**src/hdl/mem_sys_pkg.sv**
```systemverilog
//**************************************************
// Shared definitions for the two-client memory system
// Address split, memory timing and FSM encodings
// Modules import this inside their bodies
//**************************************************
`default_nettype none

package mem_sys_pkg;

   // Byte address and word width
   localparam int ADDR_W     = 16;
   localparam int DATA_W     = 16;

   // Address split is tag | index | offset
   localparam int TAG_W      = 5;
   localparam int INDEX_W    = 8;
   localparam int OFFSET_W   = 3;
   localparam int LINE_WORDS = 4;

   // Cycles a bank stays busy once it takes an access
   localparam int BANK_BUSY  = 4;
   // Accept to valid data_out
   localparam int MEM_RD_LAT = 2;

   // Cache controller FSM
   typedef enum logic [3:0] {
      ERR        = 4'd0,
      IDLE       = 4'd1,
      COMPRD     = 4'd2,
      COMPWR     = 4'd3,
      PREWB      = 4'd4,
      WBMEM      = 4'd5,
      MEMRD      = 4'd6,
      MEMWAIT    = 4'd7,
      INSTALL    = 4'd8,
      DONE       = 4'd9,
      WRMISSDONE = 4'd10
   } ctrl_state_e;

   // Memory owner seen by the arbiter
   typedef enum logic {
      CLIENT_A = 1'b0,
      CLIENT_B = 1'b1
   } client_e;

endpackage

`default_nettype wire

```
**src/hdl/mem_arbiter.sv**
```systemverilog
//**************************************************
// Round-robin arbiter in front of the shared memory
// A grant is held until that client drops mem_req
// Read data is broadcast, only the owner takes it
//**************************************************
`timescale 1ns/1ps
`default_nettype none

module mem_arbiter (
   input  wire                            clk,
   input  wire                            rst_n,
   // Client A
   input  wire                            a_mem_req,
   input  wire                            a_mem_rd,
   input  wire                            a_mem_wr,
   input  wire [mem_sys_pkg::ADDR_W-1:0]  a_mem_addr,
   input  wire [mem_sys_pkg::DATA_W-1:0]  a_mem_wdata,
   output logic                           a_mem_stall,
   output logic [mem_sys_pkg::DATA_W-1:0] a_mem_rdata,
   // Client B
   input  wire                            b_mem_req,
   input  wire                            b_mem_rd,
   input  wire                            b_mem_wr,
   input  wire [mem_sys_pkg::ADDR_W-1:0]  b_mem_addr,
   input  wire [mem_sys_pkg::DATA_W-1:0]  b_mem_wdata,
   output logic                           b_mem_stall,
   output logic [mem_sys_pkg::DATA_W-1:0] b_mem_rdata,
   // Memory side
   output logic                           rd,
   output logic                           wr,
   output logic [mem_sys_pkg::ADDR_W-1:0] addr,
   output logic [mem_sys_pkg::DATA_W-1:0] data_in,
   input  wire [mem_sys_pkg::DATA_W-1:0]  data_out,
   input  wire                            stall
);
   import mem_sys_pkg::*;

   client_e owner_q;
   client_e gnt;
   // Owner still in its burst
   logic    locked_q;
   logic    gnt_vld;
   logic    sel_a;
   logic    sel_b;

   always_comb begin
      gnt     = owner_q;
      gnt_vld = 1'b1;
      if (locked_q && ((owner_q == CLIENT_A) ? a_mem_req : b_mem_req)) begin
         gnt = owner_q;
      end else if (a_mem_req && b_mem_req) begin
         // Tie goes to whoever did not own it last
         gnt = (owner_q == CLIENT_A) ? CLIENT_B : CLIENT_A;
      end else if (a_mem_req) begin
         gnt = CLIENT_A;
      end else if (b_mem_req) begin
         gnt = CLIENT_B;
      end else begin
         gnt_vld = 1'b0;
      end
   end

   assign sel_a = gnt_vld && (gnt == CLIENT_A);
   assign sel_b = gnt_vld && (gnt == CLIENT_B);

   // Steer the owner onto the memory
   assign rd      = sel_a ? a_mem_rd : (sel_b && b_mem_rd);
   assign wr      = sel_a ? a_mem_wr : (sel_b && b_mem_wr);
   assign addr    = sel_a ? a_mem_addr : b_mem_addr;
   assign data_in = sel_a ? a_mem_wdata : b_mem_wdata;

   assign a_mem_stall = !sel_a || stall;
   assign b_mem_stall = !sel_b || stall;
   assign a_mem_rdata = data_out;
   assign b_mem_rdata = data_out;

   always_ff @(posedge clk or negedge rst_n) begin
      if (!rst_n) begin
         owner_q  <= CLIENT_B;
         locked_q <= 1'b0;
      end else begin
         locked_q <= gnt_vld;
         if (gnt_vld) begin
            owner_q <= gnt;
         end
      end
   end

endmodule

`default_nettype wire

```
**config.mk**
```make
export PLATFORM = sky130hd
export DESIGN_NAME = mem_arbiter
export DESIGN_NICKNAME = d
export VERILOG_FILES = /design/src/hdl/mem_sys_pkg.sv /design/src/hdl/mem_arbiter.sv
export SDC_FILE = /design/constraint.sdc
export NUM_CORES = 1
export LEC_CHECK = 0
export BUFFER_PORTS_ARGS = -buffer_cell sky130_fd_sc_hd__buf_2
export CAP_MARGIN = 20
export CELL_PAD_IN_SITES_DETAIL_PLACEMENT = 1
export CELL_PAD_IN_SITES_GLOBAL_PLACEMENT = 1
export CORE_UTILIZATION = 17
export CTS_CLUSTER_SIZE = 16
export DETAILED_ROUTE_END_ITERATION = 10
export HOLD_SLACK_MARGIN = 0.08
export PLACE_DENSITY = 0.81
export SKIP_LAST_GASP = 1
export SLEW_MARGIN = 25
export SYNTH_ARGS = -nofsm -noshare
export SYNTH_HDL_FRONTEND = slang
export SYNTH_SLANG_ARGS = --single-unit
```
**constraint.sdc**
```tcl
create_clock -name clk -period 4.5 [get_ports clk]
set_input_delay 0.675 -clock clk [delete_from_list [all_inputs] [get_ports clk]]
set_output_delay 0.675 -clock clk [all_outputs]
set_load 0.05 [all_outputs]
```
==> results of run 1 <==
-- flip-flops by register name, summed over array words and instances, names as in the netlist --
register and count:
locked_q 1, owner_q 1
-- through the flow --
| stage | hold WS [ns] | total power, mW | util, % | worst slack, ns |
|---|---|---|---|---|
| 4_1_cts | 0.233 | 0.368 | 25.7 | 1.65 |
| 5_1_grt | 0.233 | 0.381 | 25.7 | 1.60 |
| 2_1_floorplan | 0.379 | 0.302 | - | 2.29 |
| 3_5_place_dp | 0.466 | 0.287 | 24.8 | 1.65 |
| 3_3_place_gp | 0.460 | 0.282 | 24.8 | 1.70 |
| 6_report | 0.237 | 0.361 | 25.7 | 1.67 |
-- final cells by class --
type                            count  area, sq um  area share, %
Tap cell                           70         87.6           6.72
Clock buffer                        4         45.0           3.46
Timing Repair Buffer              109          548           42.1
Multi-Input combinational cell     43          567           43.5
Sequential cell                     2         51.3           3.94
Inverter                            1         3.75          0.288
-- worst paths after layout --
check	endpoint	cells past startpoint	from	slack, ns
setup reg to reg	owner_q$_DFFE_PN1P_	2	owner_q$_DFFE_PN1P_	3.46
hold / removal	locked_q$_DFF_PN0_	1	rst_n	0.24
hold reg to reg	owner_q$_DFFE_PN1P_	2	owner_q$_DFFE_PN1P_	0.56
min in group clk	owner_q$_DFFE_PN1P_	2	owner_q$_DFFE_PN1P_	0.56
setup / recovery	addr[15]	6	b_mem_req	1.67
max in group asynchronous	owner_q$_DFFE_PN1P_	1	rst_n	4.07
-- per-layer routing --
metal | routed length [um] | track usage, % | share of wire (%) | vias to the layer above
met2 | 1510 | 17.2 | 53 | 75
met4 | 55 | 6.50 | 1.9 | 0
li1 | - | - | - | 405
met1 | 816 | 6.70 | 28 | 401
met3 | 482 | 2.85 | 17 | 8
met5 | 0 | 0 | 0 | -
-- power groups by stage --
stage          clock (mW)  combinational, mW  sequential, mW
6_report           0.0773              0.262          0.0225
5_1_grt            0.0838              0.274          0.0229
4_1_cts            0.0809              0.264          0.0226
3_5_place_dp            0              0.264          0.0227
3_3_place_gp            0              0.259          0.0226
2_1_floorplan           0              0.280          0.0223
-- kinds of logic (layout without fill, tap and decap cells) --
kind of cell | after synthesis | in the layout | share of synthesized area, %
buffers and inverters | 36 | 114 | 31.0
muxes | 32 | 32 | 52.8
AOI/OAI and AO/OA | 5 | 5 | 5.59
and+or+nand+nor | 5 | 5 | 3.07
DFF | 2 | 2 | 5.73
xor gates and xnor gates | 1 | 1 | 1.82
-- worst reg2reg max path, stage by stage, from the launching register on --
cell	delay, ns
dfstp_2	0.55
xor2_2	0.27
o22ai_1	0.13
-- cell usage after synthesis --
| library cell | number | area share [%] |
|---|---|---|
| a32o_1 | 2 | 2.2 |
| buf_4 | 32 | 27 |
| buf_6 | 3 | 3.8 |
| dfrtp_1 | 1 | 2.8 |
| dfstp_2 | 1 | 2.9 |
| inv_1 | 1 | 0.42 |
| mux2_2 | 2 | 2.5 |
| mux2_4 | 30 | 50 |
| nand2_1 | 1 | 0.42 |
| nand2b_1 | 1 | 0.70 |
| nand3b_1 | 1 | 0.84 |
| nor2_1 | 1 | 0.42 |
| o21a_1 | 1 | 0.84 |
| o21ai_4 | 1 | 1.8 |
| o22ai_1 | 1 | 0.70 |
| or2_2 | 1 | 0.70 |
| xor2_2 | 1 | 1.8 |
-- cell usage in the layout, fill, tap and decap left out --
cell type and count:
dfstp_2 1, mux2_2 2, nor2_1 1, clkbuf_1 1, mux2_4 30, buf_4 1, a32o_1 2, o21a_1 1
inv_1 1, or2_2 1, nand2b_1 1, o21ai_4 1, buf_2 108, nand3b_1 1, dfrtp_1 1, clkbuf_8 3
nand2_1 1, o22ai_1 1, xor2_2 1
==> metrics.txt, run 1 <==
Reg power frac 6.2%; final worst-path cycle share 62.9%; CP endpoint kind primary output; Final Skew 0.00542 ns; core box area 5070 sq um; PD cells 277 nW/um^2; RSZ-0062 raised after global routing false; Die X 74.6 um; Required @ worst endpoint 3.83 ns; placed inst area 1260 sq um; max incr delay on CP 0.47 ns; GRT overflow 0; maximum VDD drop 89.0 uV; switching pwr 0.184 mW; antenna violations before repair 0; Synth cell types 17; # setup viols final 0; CTS tree yes; later-pin clock latency in the skew report 0.22 ns; clock power share 21.4%; pins over their slew limit 0; clk slew on worst S/H paths 0.03 ns; number of buffers created by CTS 3; Internal 0.177 mW; Setup TNS 0 ns; minimum period implied by the final worst setup slack 2.83 ns; sw frac 51.0%; Slew Limit Headroom 63.0%; routed wire length 2.87 mm; cell count after synthesis 81; PortBufs 108; crit start category input pin; via/cell ratio 3.88; crit path kind input pin to primary output; DR DRC count 0; Placed Cells 225; count of state elements after synthesis 2; CP max stage cell buf_4; Max Cap Viol 0; 1st-iter DRT viols 3; First-pass DRT Iterations 4; Initial Util 17.7%; Clock Tree Buf Depth 2; Comb pwr share 72.4%; n_diodes 0; Routed Antenna Nets 0; YS warnings 0; CP Cell Sequence buf_2 -> inv_1 -> o21ai_4 -> buf_4 -> mux2_2 -> buf_2; delay-heaviest family, CP buffers and inverters; share of cells above drive strength 1 93.1%; # rows 26; cell mode on critical path buf_2; Hold Buf Count CTS 0; register area share after synthesis 5.73%; Post-Syn Nets 170; outcome completed; WP buf/inv 4; clk sinks 2; vias in the first global route 807; CP Max Fanout 32; final-stage net count 249; fmax 354 MHz; Avg WL per Cell 12.5 um; die area 5560 sq um; Hold Crit Class input pin to async pin; Post-Syn Area 896 sq um; number of gates given a new drive strength after cts 0; fin cells 229; global-route usage over all layers 8.62%; worst endpoint data arrival time 2.15 ns; Post CTS Setup Buffer Count 0; Syn Area/Cell 11.1 sq um; clock root buffer clkbuf_8; Finished Cell Area 1300 sq um; # H-tree levels 1; largest net degree at the start of global routing 33; FILL cells 650; Leak 0.769 nW; via count 889; first-pass GRT wire length 3.54 mm; Worst-Margin Slew 0.555 ns; area growth from synthesis to layout 45.4%; # IOs 157; GPL Wtd Cong 0.655; final hold viol count 0; die height 74.6 um
Power figures use the tool's default switching activity.
==> inputs of run 2 (changes only) <==
CORE_UTILIZATION = 15   (was 17)
PLACE_DENSITY = 0.76   (was 0.81)
clock period = 2.5 ns   (was 4.5 ns; I/O delays follow)
==> run 2 against run 1 <==
Against the previous run: non-clock buffer count grew 1; utilization shrank 2.1 points; worst setup slack lost 1.4 ns; hold slack gained 0.18 ns; critical path depth shrank 1; largest power group unchanged; die area grew 13%.
==> metrics.txt, run 2 (synthesis results as in run 1) <==
outcome completed; crit path kind register to primary output; routed wire length 2.70 mm (-6.0%); share of cells above drive strength 1 92.5% (-0.58 points); final-stage net count 250 (+0.40%); Routed Antenna Nets 0 (unchanged); die area 6290 sq um (+13%); crit start category register; 1st-iter DRT viols 10 (+7); die height 79.3 um (+6.3%); vias in the first global route 877 (+8.7%); Required @ worst endpoint 2.12 ns (-1.71 ns); antenna violations before repair 0 (unchanged); final worst-path cycle share 89.1%; hpwl dp 2.34 mm; core box area 5640 sq um (+11%); clk slew on worst S/H paths 0.03 ns (about the same); area growth from synthesis to layout 48.2%; Max Cap Viol 0 (unchanged); via/cell ratio 3.75 (-3.5%); number of gates given a new drive strength after cts 0 (unchanged); top flop regs locked_q (1), owner_q (1); Post CTS Setup Buffer Count 0 (unchanged); # rows 27 (+3.8%); Hold Buf Count CTS 1 (+1); clk sinks 2 (unchanged); n_diodes 0 (unchanged); number of buffers created by CTS 3 (unchanged); DR DRC count 0 (unchanged); pins over their slew limit 0 (unchanged); Die X 79.3 um (+6.3%); global-route usage over all layers 7.36% (-1.3 points); Clock Tree Buf Depth 2 (unchanged); worst endpoint data arrival time 1.85 ns (-0.30 ns); minimum period implied by the final worst setup slack 2.23 ns; CP endpoint kind primary output; Avg WL per Cell 11.6 um (-7.2%); PortBufs 108 (unchanged); Initial Util 15.9% (-1.8 points); later-pin clock latency in the skew report 0.21 ns (about the same); # setup viols final 0 (unchanged); Worst-Margin Slew 0.282 ns (-0.273 ns); fmax 449 MHz; # IOs 157 (unchanged); CTS tree yes; Finished Cell Area 1330 sq um (+1.9%); final hold viol count 0 (unchanged); First-pass DRT Iterations 3 (-1); largest net degree at the start of global routing 33 (unchanged); GPL Wtd Cong 0.626 (-4.4%); clock root buffer clkbuf_8; Leak 0.778 nW (+1.2%); maximum VDD drop 144 uV (+61%); CP Max Fanout 32 (unchanged); RSZ-0062 raised after global routing false; via count 869 (-2.2%); PD cells 490 nW/um^2 (+77%); FILL cells 686 (+5.5%); highest-count cells in the layout ignoring fill and taps buf_2 (108), mux2_4 (30), clkbuf_8 (3); Setup TNS 0 ns (unchanged); Slew Limit Headroom 81.2% (+18 points); Hold Crit Class input pin to register; # H-tree levels 1 (unchanged); placed inst area 1270 sq um (+1.2%); first-pass GRT wire length 3.70 mm (+4.5%); Final Skew 0.00631 ns (+0.000893 ns); most common cell after layout, fill and taps aside buf_2; GRT overflow 0 (unchanged)
run 2: changes by cell type in the layout (fill, tap and decap cells not counted):
cell / delta
buf_12: +1
buf_4: -1
dlygate4sd3_1: +1
run 2: worst max-delay path, cell delays in order, from the launching register on:
cell and delay, ns:
dfstp_2 0.54, xor2_2 0.11, o21ai_4 0.16, buf_12 0.26
mux2_2 0.36, buf_2 0.21
run 2: final cells by class:
type / count / area [sq um] / area share (%)
clock buffers: 4 / 45.0 / 3.39
inverters: 1 / 3.75 / 0.283
multi-input cells: 43 / 567 / 42.7
flip-flops and latches: 2 / 51.3 / 3.86
well taps: 72 / 90.1 / 6.79
repair buffers: 110 / 571 / 43.0
run 2: path summary, 6_finish.rpt:
path                                     start                   to  slack, ns  depth (start not counted)
min in group asynchronous                rst_n   locked_q$_DFF_PN0_       0.49                          2
max in group asynchronous                rst_n  owner_q$_DFFE_PN1P_       1.81                          2
max reg2reg                owner_q$_DFFE_PN1P_  owner_q$_DFFE_PN1P_       1.48                          2
max                        owner_q$_DFFE_PN1P_          data_in[15]       0.27                          5
min reg2reg                owner_q$_DFFE_PN1P_  owner_q$_DFFE_PN1P_       0.58                          2
min                                  a_mem_req  owner_q$_DFFE_PN1P_       0.41                          2
run 2: per-layer routing:
| layer | up-vias | share of wire (%) | global-route usage [%] |
|---|---|---|---|
| li1 | 406 | - | - |
| met1 | 394 | 31 | 5.93 |
| met2 | 69 | 54 | 15.5 |
| met3 | 0 | 15 | 2.41 |
| met4 | 0 | 0 | 3.27 |
| met5 | - | 0 | 0 |
run 2: stage by stage:
stage,instances,util (%),total power [mW],hold slack [ns],worst slack [ns]
final,232,23.5,0.651,0.413,0.274
after global routing,232,23.5,0.683,0.431,0.221
after CTS,232,23.5,0.660,0.417,0.261
after detailed placement,227,22.6,0.519,0.166,0.477
after global placement,227,22.6,0.513,0.161,0.502
after floorplan,81,-,0.544,0.0794,0.714
run 2: where the power goes:
| part | internal (mW) | switching, mW | total [mW] |
|---|---|---|---|
| Clock | 0.108 | 0.0260 | 0.134 |
| Combinational | 0.177 | 0.299 | 0.476 |
| Sequential | 0.0374 | 0.00285 | 0.0402 |
