`src/hdl/mem_sys_pkg.sv`:
```
//**************************************************
// Shared definitions for the two-client memory system
// Address split, memory timing and FSM encodings
// Modules import this inside their bodies
//**************************************************
`default_nettype none

package mem_sys_pkg;

   // Byte address and word width
   localparam int ADDR_W     = 16;
   localparam int DATA_W     = 16;

   // Address split is tag | index | offset
   localparam int TAG_W      = 5;
   localparam int INDEX_W    = 8;
   localparam int OFFSET_W   = 3;
   localparam int LINE_WORDS = 4;

   // Cycles a bank stays busy once it takes an access
   localparam int BANK_BUSY  = 4;
   // Accept to valid data_out
   localparam int MEM_RD_LAT = 2;

   // Cache controller FSM
   typedef enum logic [3:0] {
      ERR        = 4'd0,
      IDLE       = 4'd1,
      COMPRD     = 4'd2,
      COMPWR     = 4'd3,
      PREWB      = 4'd4,
      WBMEM      = 4'd5,
      MEMRD      = 4'd6,
      MEMWAIT    = 4'd7,
      INSTALL    = 4'd8,
      DONE       = 4'd9,
      WRMISSDONE = 4'd10
   } ctrl_state_e;

   // Memory owner seen by the arbiter
   typedef enum logic {
      CLIENT_A = 1'b0,
      CLIENT_B = 1'b1
   } client_e;

endpackage

`default_nettype wire

```
`src/hdl/cache_ctrl.sv`:
```
//**************************************************
// Write-back cache controller for one client port
// Runs hits, line fills, victim write-backs and errors
// Pairs with one cache_array and one arbiter port
//**************************************************
`timescale 1ns/1ps
`default_nettype none

module cache_ctrl (
   input  wire                             clk,
   input  wire                             rst_n,
   // Client side
   input  wire [mem_sys_pkg::ADDR_W-1:0]   addr,
   input  wire [mem_sys_pkg::DATA_W-1:0]   data_in,
   input  wire                             rd,
   input  wire                             wr,
   output logic [mem_sys_pkg::DATA_W-1:0]  data_out,
   output logic                            done,
   output logic                            stall,
   output logic                            cache_hit,
   output logic                            err,
   // Cache array
   output logic                            arr_enable,
   output logic                            arr_comp,
   output logic                            arr_write,
   output logic                            arr_valid_in,
   output logic [mem_sys_pkg::INDEX_W-1:0] arr_index,
   output logic [mem_sys_pkg::TAG_W-1:0]   arr_tag_in,
   output logic [1:0]                      arr_word,
   output logic [mem_sys_pkg::DATA_W-1:0]  arr_data_in,
   input  wire [mem_sys_pkg::TAG_W-1:0]    arr_tag_out,
   input  wire [mem_sys_pkg::DATA_W-1:0]   arr_data_out,
   input  wire                             arr_hit,
   input  wire                             arr_dirty,
   input  wire                             arr_valid,
   // Arbiter port
   output logic                            mem_req,
   output logic                            mem_rd,
   output logic                            mem_wr,
   output logic [mem_sys_pkg::ADDR_W-1:0]  mem_addr,
   output logic [mem_sys_pkg::DATA_W-1:0]  mem_wdata,
   input  wire [mem_sys_pkg::DATA_W-1:0]   mem_rdata,
   input  wire                             mem_stall
);
   import mem_sys_pkg::*;

   localparam logic [1:0] LAST_WORD = 2'(LINE_WORDS - 1);

   ctrl_state_e           state_q;
   ctrl_state_e           state_d;
   // Word being written back or requested
   logic [1:0]            cnt_q;
   logic                  hit_q;
   // Fill words in flight, in step with the memory read pipeline
   logic [MEM_RD_LAT-1:0] fill_vld_q;
   logic [1:0]            fill_word_q [MEM_RD_LAT];
   logic                  rd_accept;
   logic                  wr_accept;
   logic                  install;
   logic [TAG_W-1:0]      req_tag;
   logic [INDEX_W-1:0]    req_index;
   logic [1:0]            req_word;

   // Request address split
   assign req_tag   = addr[ADDR_W-1 -: TAG_W];
   assign req_index = addr[OFFSET_W +: INDEX_W];
   assign req_word  = addr[OFFSET_W-1:1];

   assign rd_accept = mem_rd && !mem_stall;
   assign wr_accept = mem_wr && !mem_stall;
   assign install   = fill_vld_q[MEM_RD_LAT-1];

   always_comb begin
      state_d = state_q;
      case (state_q)
         IDLE: begin
            if (rd && wr) begin
               state_d = ERR;
            end else if (rd) begin
               state_d = COMPRD;
            end else if (wr) begin
               state_d = COMPWR;
            end
         end
         COMPRD, COMPWR: begin
            if (arr_hit) begin
               state_d = DONE;
            end else if (arr_valid && arr_dirty) begin
               state_d = PREWB;
            end else begin
               state_d = MEMRD;
            end
         end
         // Wait here for the grant
         PREWB: begin
            if (!mem_stall) begin
               state_d = WBMEM;
            end
         end
         WBMEM: begin
            if (wr_accept && cnt_q == LAST_WORD) begin
               state_d = MEMRD;
            end
         end
         MEMRD: begin
            if (rd_accept && cnt_q == LAST_WORD) begin
               state_d = MEMWAIT;
            end
         end
         // Last word returns next cycle
         MEMWAIT: begin
            if (fill_vld_q[MEM_RD_LAT-2] && fill_word_q[MEM_RD_LAT-2] == LAST_WORD) begin
               state_d = INSTALL;
            end
         end
         INSTALL:          state_d = wr ? WRMISSDONE : DONE;
         DONE, WRMISSDONE: state_d = IDLE;
         default:          state_d = ERR;
      endcase
   end

   // Array and memory controls
   always_comb begin
      arr_enable   = 1'b0;
      arr_comp     = 1'b0;
      arr_write    = 1'b0;
      arr_valid_in = 1'b0;
      arr_word     = req_word;
      arr_data_in  = data_in;
      mem_rd       = 1'b0;
      mem_wr       = 1'b0;
      case (state_q)
         COMPRD: begin
            arr_enable = 1'b1;
            arr_comp   = 1'b1;
         end
         // Write hit, or the write that finishes a write miss
         COMPWR, WRMISSDONE: begin
            arr_enable = 1'b1;
            arr_comp   = 1'b1;
            arr_write  = 1'b1;
         end
         WBMEM: begin
            arr_word = cnt_q;
            mem_wr   = 1'b1;
         end
         MEMRD:   mem_rd = 1'b1;
         default: ;
      endcase
      // A returning fill word goes straight into the line
      if (install) begin
         arr_enable   = 1'b1;
         arr_write    = 1'b1;
         arr_valid_in = 1'b1;
         arr_word     = fill_word_q[MEM_RD_LAT-1];
         arr_data_in  = mem_rdata;
      end
   end

   assign arr_index  = req_index;
   assign arr_tag_in = req_tag;

   // Grant is held across the write-back and the fill
   assign mem_req   = (state_q inside {PREWB, WBMEM, MEMRD, MEMWAIT, INSTALL});
   // Victim tag on write-back, request tag on fill
   assign mem_addr  = (state_q == WBMEM) ? {arr_tag_out, req_index, cnt_q, 1'b0}
                                         : {req_tag, req_index, cnt_q, 1'b0};
   assign mem_wdata = arr_data_out;

   assign data_out  = arr_data_out;
   assign done      = (state_q == DONE) || (state_q == WRMISSDONE);
   assign stall     = (state_q != IDLE) && (state_q != ERR);
   assign err       = (state_q == ERR);
   assign cache_hit = done && hit_q;

   always_ff @(posedge clk or negedge rst_n) begin
      if (!rst_n) begin
         state_q    <= IDLE;
         cnt_q      <= '0;
         hit_q      <= 1'b0;
         fill_vld_q <= '0;
      end else begin
         state_q <= state_d;
         // Wraps to zero after each burst
         if (rd_accept || wr_accept) begin
            cnt_q <= cnt_q + 2'd1;
         end
         if (state_q == COMPRD || state_q == COMPWR) begin
            hit_q <= arr_hit;
         end
         fill_vld_q <= {fill_vld_q[MEM_RD_LAT-2:0], rd_accept};
      end
   end

   always_ff @(posedge clk) begin
      fill_word_q[0] <= cnt_q;
      for (int i = 1; i < MEM_RD_LAT; i++) begin
         fill_word_q[i] <= fill_word_q[i-1];
      end
   end

endmodule

`default_nettype wire

```
`config.mk`:
```
export PLATFORM = sky130hd
export DESIGN_NAME = cache_ctrl
export DESIGN_NICKNAME = d
export VERILOG_FILES = /design/src/hdl/mem_sys_pkg.sv /design/src/hdl/cache_ctrl.sv
export SDC_FILE = /design/constraint.sdc
export NUM_CORES = 1
export LEC_CHECK = 0
export BUFFER_PORTS_ARGS = -buffer_cell sky130_fd_sc_hd__buf_2
export CAP_MARGIN = 30
export CORE_AREA = 2 2 62 88
export CTS_CLUSTER_DIAMETER = 100
export CTS_CLUSTER_SIZE = 25
export DETAILED_ROUTE_END_ITERATION = 12
export DIE_AREA = 0 0 64 90
export PLACE_DENSITY_LB_ADDON = 0.08
export SYNTH_ARGS = -nofsm -noshare
export SYNTH_HDL_FRONTEND = slang
export SYNTH_SLANG_ARGS = --single-unit
```
`constraint.sdc`:
```
create_clock -name clk -period 3.4 [get_ports clk]
set_clock_uncertainty 0.2 [all_clocks]
set_input_delay 1.02 -clock clk [delete_from_list [all_inputs] [get_ports clk]]
set_output_delay 1.02 -clock clk [all_outputs]
set_load 0.01 [all_outputs]
```
==> run_results.csv, run 1 <==
group,metric,value,unit
run_status,outcome,"completed",
sta,period_share,88.8,%
synthesis,syn_avg_cell_area,8.85,um^2
synthesis,synth_cell_types,42,
synthesis,postSynthCellCount,165,
sta,min_period,3.02,ns
clocking,clock-root-buffer,"clkbuf_8",
clocking,cts-hold-fix-buffers,0,
die,core-area,5000,um^2
power_and_ir_drop,p_leak,0.000807,uW
synthesis,postSynth.asyncResetShare,69.2,%
global_route,antenna_found_initial,0,
power_and_ir_drop,power_frac_seq,23.7,%
sta,finalSetupTns,0,ns
setup_path,reg2reg_to,"cnt_q[1]",
synthesis,synth_top_area_cell,"buf_4",
setup_path,start_kind,"flop",
drt,drtIter0Drc,18,
synthesis,yosys.cell_count.top_type,"buf_4",
drt,wl_per_cell,14.2,um
worst_hold_path,hp-start,"fill_word_q[0][1]",
sta,rsz0062_at_grt,"no",
setup_path,reg2reg_slack,1.58,ns
setup_path,r2r_start,"state_q[0]",
placement,portBuffers,92,
global_route,grt_use_total,12.5,%
sta,slew_headroom,46.1,%
global_route,overflow,0,
power_and_ir_drop,switchingPower,548,uW
power_and_ir_drop,peakVddDrop,0.258,mV
global_route,grt_max_degree,24,
finish,final_nets,281,
power_and_ir_drop,power.density,789,nW/um^2
setup_path,ff2ff_path_depth,4,
worst_hold_path,hold_path_class,"reg -> reg",
synthesis,synth_area,1460,um^2
finish,syn_to_final_growth,10.8,%
clocking,clkSinkCount,13,
clocking,cts_tree,"yes",
setup_path,crit_chain,"nand2b_1 > nor3_4 > mux2_2 > buf_2",
die,fp.dieW,64,um
placement,place_hpwl,3170,um
drt,post_drt_via_cell_ratio,4.61,
job,maxCapViolations,0,
synthesis,synth_edf_count,0,
worst_hold_path,worstHoldEndpoint,"fill_word_q[0][3]",
synthesis,ys.flop_type,"dfrtp_1",
clocking,clkTransAtPathRegs,0.05,ns
setup_path,critPathMaxStageDelay,0.39,ns
drt,ant_nets,0,
drt,drt-pass1-iter-count,4,
worst_hold_path,hold_depth,0,
synthesis,synth_fp_nets,243,
die,dieArea,5760,um^2
drt,vias,1235,
power_and_ir_drop,clockPowerShare,10.6,%
die,ios,167,
placement,placed_cells,264,
drt,drc,0,
sta,setup_violations,0,
sta,timing.fmax,0.331,GHz
die,fp.dieH,90,um
synthesis,synthTopCellsByCount,"buf_4, mux2_2, nand2_1, dfrtp_1, nor2_1",
clocking,numCtsBuffers,3,
placement,gp_congestion,0.807,
power_and_ir_drop,combPwrFrac,65.7,%
clocking,worstSkewPairLatency,0.24,ns
sta,slew_violations,0,
setup_path,critPathMaxFanout,8,
clocking,htreeDepth,1,
finish,antenna_cells,0,
sta,finalHoldViolations,0,
setup_path,cp_data_arrival_time,1.80,ns
global_route,grt_first_pass_wirelength,5760,um
drt,drt-total-wl,3800,um
synthesis,yosys_register_bits,13,
die,fp-row-count,31,
finish,stdcell_count,268,
synthesis,synthTopCellsByArea,"buf_4, mux2_2, dfrtp_1",
synthesis,yosysSeqAreaShare,21.0,%
power_and_ir_drop,internal-power,728,uW
setup_path,slowest_stage,"mux2_2",
global_route,first_global_vias,1243,
die,initial_utilization,29.2,%
clocking,cts_resized,0,
clocking,cts_setup_buffers,0,
synthesis,yosys_warnings,0,
finish,drive_gt1_share,64.9,%
synthesis,synth_top_area_share,28.8,%
power_and_ir_drop,p_sw_share,42.9,%
setup_path,crit_path_end_kind,"output pin",
sta,worstMarginPinSlew,0.808,ns
setup_path,cp_data_required_time,2.18,ns
setup_path,worstSetupPathType,"reg -> out",
clocking,clock_path_buffers,2,
==> final cells by class <==
class | count | area [um^2]
Inverter | 3 | 11.3
Sequential cell | 13 | 307
Tap cell | 66 | 82.6
Multi-Input combinational cell | 86 | 682
Clock buffer | 4 | 45.0
Timing Repair Buffer | 96 | 490
Fill cell | 560 | 3390
==> worst max-delay path by stage <==
stage          cells after the start  startpoint      endpoint  slack [ns]
3_3_place_gp                       4  state_q[3]  mem_addr[13]        0.63
4_1_cts                            4  state_q[3]  mem_addr[13]        0.33
6_report                           4  state_q[3]  mem_addr[12]        0.38
2_1_floorplan                      4  state_q[0]  mem_addr[11]        0.71
5_1_grt                            4  state_q[3]  mem_addr[13]        0.21
3_5_place_dp                       4  state_q[3]  mem_addr[13]        0.61
==> metal layers <==
metal  global-route usage (%)  part of all wire, %  up-vias
met4                     5.07                  2.8        0
met1                     11.2                   33      550
met3                     3.38                   10       20
li1                         -                    -      581
met2                     25.1                   54       84
met5                        0                    0        -
==> sequential cells by signal, indices dropped and copies added, names as in the netlist <==
signal       flops
state_q          4
fill_word_q      4
fill_vld_q       2
hit_q            1
cnt_q            2
==> metrics by stage <==
| stage | total power (uW) | hold WS [ns] | utilization (%) | instance area [um^2] | setup slack, ns |
|---|---|---|---|---|---|
| after floorplan | 968 | 0.124 | - | 1460 | 0.710 |
| after global placement | 1150 | 0.134 | 31.4 | 1570 | 0.631 |
| after detailed placement | 1160 | 0.131 | 31.4 | 1570 | 0.609 |
| after CTS | 1300 | 0.146 | 32.3 | 1620 | 0.332 |
| after global routing | 1390 | 0.157 | 32.3 | 1620 | 0.212 |
| final | 1280 | 0.142 | 32.3 | 1620 | 0.382 |
==> placed cells by master (no fill, tap or decap), drive strengths merged <==
cell	Yosys	layout
buf	62	96
mux2	23	23
nand2	9	9
dfrtp	8	8
nor2	8	8
a21oi	6	6
nand2b	4	4
mux2i	4	4
dfxtp	4	4
clkbuf	1	4
o21ai	4	4
xnor2	3	3
inv	3	3
nor3	3	3
and2	2	2
o31ai	2	2
o32ai	2	2
o21bai	1	1
or2	1	1
or3	1	1
maj3	1	1
and4	1	1
o221a	1	1
and3	1	1
a31oi	1	1
o22a	1	1
o221ai	1	1
nor4b	1	1
a21o	1	1
a2bb2oi	1	1
a22o	1	1
ha	1	1
conb	1	1
dfstp	1	1
==> worst max-delay path, delay by kind of cell (launching register included) <==
kind / cells / cell delay, ns
simple gates: 2 / 0.65
mux: 1 / 0.39
flops: 1 / 0.37
buf+inv: 1 / 0.14
==> cells by family (layout without fill, tap and decap cells) <==
| family | Yosys count | in the layout | share of synthesized area (%) |
|---|---|---|---|
| adder cells (fa/ha/maj) | 2 | 2 | 1.63 |
| other | 1 | 1 | 0.257 |
| multiplexers | 27 | 27 | 20.7 |
| AND/OR/NAND/NOR | 31 | 31 | 11.7 |
| buffers and inverters | 66 | 103 | 32.3 |
| XOR/XNOR | 3 | 3 | 1.80 |
| AO/OA/AOI/OAI | 22 | 22 | 10.5 |
| flip-flops | 13 | 13 | 21.0 |
==> power groups by stage <==
stage	clock network [uW]	logic [uW]	registers, uW
2_1_floorplan	0	694	274
3_3_place_gp	0	846	305
3_5_place_dp	0	851	309
4_1_cts	144	854	306
5_1_grt	149	923	315
6_report	136	838	302
Note: power is estimated with default switching activity, not from simulation.
==> run 2, diff against run 1 <==
--- a/config.mk
+++ b/config.mk
@@ -5,7 +5,7 @@
 export SDC_FILE = /design/constraint.sdc
 export NUM_CORES = 1
 export LEC_CHECK = 0
-export BUFFER_PORTS_ARGS = -buffer_cell sky130_fd_sc_hd__buf_2
+export BUFFER_PORTS_ARGS = -buffer_cell sky130_fd_sc_hd__buf_4
 export CAP_MARGIN = 30
 export CORE_AREA = 2 2 62 88
 export CTS_CLUSTER_DIAMETER = 100
==> run_results.csv, run 2 (same netlist as run 1, synthesis figures left out) <==
group,metric,value,unit
power_and_ir_drop,p_sw_share,40.8,%
worst_hold_path,hp-start,"fill_word_q[0][0]",
clocking,cts_setup_buffers,0,
setup_path,crit_family,"simple AND/OR/NAND/NOR gates",
power_and_ir_drop,peakVddDrop,0.282,mV
finish,drive_gt1_share,64.9,%
finish,final_area,1850,um^2
clocking,htreeDepth,1,
setup_path,cp_data_arrival_time,1.83,ns
setup_path,start_kind,"flop",
setup_path,critPathMaxFanout,8,
setup_path,reg2reg_slack,1.56,ns
drt,post_drt_via_cell_ratio,4.70,
die,ios,167,
drt,drt-total-wl,3960,um
power_and_ir_drop,power_frac_seq,22.1,%
global_route,overflow,0,
setup_path,crit_buf_inv,1,
clocking,clkTransAtPathRegs,0.05,ns
drt,drt-pass1-iter-count,4,
sta,setup_violations,0,
sta,period_share,89.7,%
sta,timing.fmax,0.328,GHz
die,fp.dieH,90,um
setup_path,r2r_start,"state_q[0]",
sta,rsz0062_at_grt,"no",
finish,ff_latch_area,307,um^2
finish,largestRegisters,"fill_word_q (4), state_q (4)",
worst_hold_path,worstHoldEndpoint,"fill_word_q[0][2]",
finish,syn_to_final_growth,26.6,%
setup_path,worstSetupPathType,"reg -> out",
clocking,clkSinkCount,13,
sta,slew_violations,0,
die,initial_utilization,29.2,%
clocking,worstSkewPairLatency,0.24,ns
setup_path,slowest_stage,"nor3_4",
setup_path,critPathMaxStageDelay,0.40,ns
power_and_ir_drop,power.density,745,nW/um^2
clocking,clock-root-buffer,"clkbuf_8",
finish,final_cell_mix,"buf_4, mux2_2, nand2_1, dfrtp_1, nor2_1",
finish,nFillCells,510,
global_route,grt_first_pass_wirelength,6100,um
setup_path,crit_path_end_kind,"output pin",
drt,wl_per_cell,14.8,um
global_route,grt_max_degree,24,
drt,drc,0,
die,core-area,5000,um^2
clocking,numCtsBuffers,3,
placement,dpl_cell_area,1800,um^2
sta,fin_ws,0.351,ns
power_and_ir_drop,internal-power,815,uW
sta,finalSetupTns,0,ns
power_and_ir_drop,clockPowerShare,9.7,%
run_status,outcome,"completed",
die,fp-row-count,31,
worst_hold_path,hold_depth,0,
drt,vias,1259,
worst_hold_path,hold_path_class,"reg -> reg",
clocking,cts_tree,"yes",
sta,min_period,3.05,ns
placement,place_hpwl,3350,um
global_route,first_global_vias,1279,
global_route,grt_use_total,13.2,%
sta,finalHoldViolations,0,
die,fp.dieW,64,um
sta,worstMarginPinSlew,0.814,ns
drt,drtIter0Drc,13,
job,maxCapViolations,0,
finish,final_nets,281,
sta,slew_headroom,45.8,%
setup_path,reg2reg_to,"state_q[0]",
drt,ant_nets,0,
finish,antenna_cells,0,
global_route,antenna_found_initial,0,
finish,final_common_cell,"buf_4",
placement,gp_congestion,0.818,
placement,dp_slack,0.601,ns
clocking,cts-hold-fix-buffers,0,
setup_path,ff2ff_path_depth,6,
setup_path,cp_data_required_time,2.18,ns
power_and_ir_drop,switchingPower,562,uW
clocking,cts_resized,0,
power_and_ir_drop,combPwrFrac,68.2,%
die,dieArea,5760,um^2
clocking,clock_path_buffers,2,
placement,portBuffers,92,
power_and_ir_drop,p_leak,0.000881,uW
setup_path,crit_chain,"nand2b_1 > nor3_4 > mux2_2 > buf_4",
finish,multiInputGateArea,682,um^2
## run 2: cell count changes in the layout (fill, tap and decap cells not counted)
cell,change
buf_2,-92
buf_4,+92
## run 2: per-stage QoR
stage	power, uW	instances	util, %	hold slack, ns
after floorplan	968	165	-	0.124
after global placement	1240	264	36.0	0.134
after detailed placement	1260	264	36.0	0.143
after CTS	1400	268	36.9	0.153
after global routing	1480	268	36.9	0.154
final	1380	268	36.9	0.151
## run 2: worst max-delay path by stage
stage	start	end	slack [ns]	depth (start not counted)
5_1_grt	state_q[3]	mem_addr[12]	0.24	4
3_3_place_gp	state_q[3]	mem_addr[13]	0.62	4
2_1_floorplan	state_q[0]	mem_addr[11]	0.71	4
3_5_place_dp	state_q[3]	mem_addr[15]	0.60	4
6_report	state_q[3]	mem_addr[13]	0.35	4
4_1_cts	state_q[3]	mem_addr[15]	0.33	4
## run 2: final cells by class
class / instances / share of cell area, %
clock buffer: 4 / 2.44
inverter: 3 / 0.609
multi-input combinational: 86 / 36.9
sequential: 13 / 16.6
tap: 66 / 4.47
timing repair buffer: 96 / 39.0
## run 2: per-layer routing
layer | part of all wire (%) | GRT usage [%] | vias up
met5 | 0 | 0 | -
met2 | 53 | 24.8 | 92
met3 | 11 | 3.88 | 24
li1 | - | - | 580
met4 | 3.5 | 6.16 | 0
met1 | 32 | 12.5 | 563
## run 2: worst reg2reg max path: cells and delay by family, from the launching register on
kind            cells  cell delay [ns]
compound gates      4             0.62
buf+inv             1             0.20
flops               1             0.53
simple gates        1             0.24
## run 2: power by group through the flow
stage | Combinational (uW) | Sequential [uW] | Clock (uW)
CTS | 951 | 308 | 140
detailed placement | 949 | 311 | 0
global route | 1020 | 317 | 146
finish | 939 | 304 | 134
floorplan | 694 | 274 | 0
global placement | 937 | 306 | 0
==> run 3, diff against run 2 <==
--- a/config.mk
+++ b/config.mk
@@ -5,13 +5,13 @@
 export SDC_FILE = /design/constraint.sdc
 export NUM_CORES = 1
 export LEC_CHECK = 0
-export BUFFER_PORTS_ARGS = -buffer_cell sky130_fd_sc_hd__buf_4
 export CAP_MARGIN = 30
 export CORE_AREA = 2 2 62 88
 export CTS_CLUSTER_DIAMETER = 100
 export CTS_CLUSTER_SIZE = 25
 export DETAILED_ROUTE_END_ITERATION = 12
 export DIE_AREA = 0 0 64 90
+export DONT_BUFFER_PORTS = 1
 export PLACE_DENSITY_LB_ADDON = 0.08
 export SYNTH_ARGS = -nofsm -noshare
 export SYNTH_HDL_FRONTEND = slang
==> run_results.csv, run 3 (same netlist as run 1, synthesis figures left out) <==
group,metric,value,unit
sta,period_share,89.9,%
setup_path,critPathMaxFanout,8,
clocking,clock_path_buffers,2,
placement,portBuffers,0,
power_and_ir_drop,p_leak,0.000446,uW
setup_path,crit_path_end_kind,"output pin",
die,ios,167,
clocking,cts_tree,"yes",
power_and_ir_drop,power.density,995,nW/um^2
die,dieArea,5760,um^2
drt,drt-pass1-iter-count,4,
finish,final_common_cell,"mux2_2",
drt,dr_wl_met3,418,um
drt,drc,0,
sta,rsz0062_at_grt,"no",
power_and_ir_drop,peakVddDrop,0.264,mV
global_route,first_global_vias,978,
clocking,clock-root-buffer,"clkbuf_8",
setup_path,start_kind,"flop",
global_route,grt_first_pass_wirelength,5330,um
finish,largestRegisters,"fill_word_q (4), state_q (4)",
finish,final_area,1170,um^2
clocking,htreeDepth,1,
setup_path,cp_data_required_time,2.18,ns
placement,gp_congestion,0.740,
finish,final_nets,191,
sta,slew_headroom,62.2,%
drt,vias,938,
global_route,grt_max_degree,16,
sta,finalSetupTns,0,ns
global_route,antenna_found_initial,0,
run_status,outcome,"completed",
drt,drtIter0Drc,17,
job,maxCapViolations,0,
setup_path,cp_data_arrival_time,1.84,ns
setup_path,worstSetupPathType,"reg -> out",
die,core-area,5000,um^2
die,fp-row-count,31,
sta,setup_violations,0,
sta,worstMarginPinSlew,0.565,ns
clocking,clkSinkCount,13,
drt,ant_nets,0,
clocking,worstSkewPairLatency,0.24,ns
clocking,cts_resized,0,
finish,antenna_cells,0,
drt,drt-total-wl,3710,um
sta,slew_violations,0,
global_route,grt_use_total,11.9,%
die,initial_utilization,29.2,%
drt,wl_met2,1950,um
die,fp.dieH,90,um
drt,drt-met1-wl,1230,um
placement,place_hpwl,3050,um
clocking,clkTransAtPathRegs,0.06,ns
sta,min_period,3.06,ns
drt,wl_per_cell,20.8,um
finish,drive_gt1_share,36.6,%
clocking,cts_setup_buffers,0,
sta,finalHoldViolations,0,
finish,syn_to_final_growth,-19.7,%
sta,timing.fmax,0.327,GHz
global_route,overflow,0,
clocking,numCtsBuffers,3,
drt,post_drt_via_cell_ratio,5.27,
die,fp.dieW,64,um
finish,final_cell_mix,"mux2_2, nand2_1, dfrtp_1, nor2_1",
finish,nFillCells,546,
worst_hold_path,hold_path_class,"reg -> reg",
placement,dpl_cell_area,1130,um^2
clocking,cts-hold-fix-buffers,0,
drt,highest_layer,"met4",
run 3: cell count changes in the layout (fill, tap and decap cells not counted), sizes merged:
| cell | previous run | this run |
|---|---|---|
| buf | 96 | 6 |
run 3: through the flow:
step           std cells  setup slack, ns  total power [uW]  hold slack [ns]  util (%)
2_1_floorplan        165            0.710               968            0.124         -
6_report             178            0.342              1170            0.158      23.4
3_5_place_dp         174            0.607              1040            0.140      22.5
4_1_cts              178            0.294              1190            0.154      23.4
3_3_place_gp         174            0.591              1040            0.134      22.5
5_1_grt              178            0.237              1250            0.155      23.4
run 3: worst paths after layout:
| kind | startpoint | endpoint | slack (ns) | cells after the start |
|---|---|---|---|---|
| worst max-delay path | state_q[3] | mem_addr[12] | 0.34 | 3 |
| worst min-delay path | fill_word_q[0][1] | fill_word_q[0][3] | 0.16 | 0 |
| worst max register to register | cnt_q[0] | state_q[0] | 1.49 | 6 |
| worst min register to register | fill_word_q[0][1] | fill_word_q[0][3] | 0.16 | 0 |
| max in group asynchronous | rst_n | state_q[0] | 2.56 | 0 |
| min in group asynchronous | rst_n | fill_vld_q[0] | 0.27 | 0 |
run 3: final cells by class:
class	count	area, um^2	share of cell area, %
well taps	66	82.6	7.04
repair buffers	6	45.0	3.84
inverters	3	11.3	0.961
multi-input cells	86	682	58.2
clock buffers	4	45.0	3.84
flip-flops and latches	13	307	26.1
run 3: critical path, stage by stage (launching register included):
cell and delay, ns:
dfrtp_1 0.38, nand2b_1 0.27, nor3_4 0.50, mux2_2 0.44
run 3: routing by layer:
metal | up-vias | track usage (%)
met5 | - | 0
met4 | 0 | 5.07
met3 | 20 | 4.26
met2 | 89 | 22.4
met1 | 432 | 11.2
li1 | 397 | -
run 3: report_power, final:
| group | internal (uW) | switching (uW) |
|---|---|---|
| clock | 82.8 | 59.1 |
| combinational | 317 | 397 |
| sequential | 232 | 78.5 |
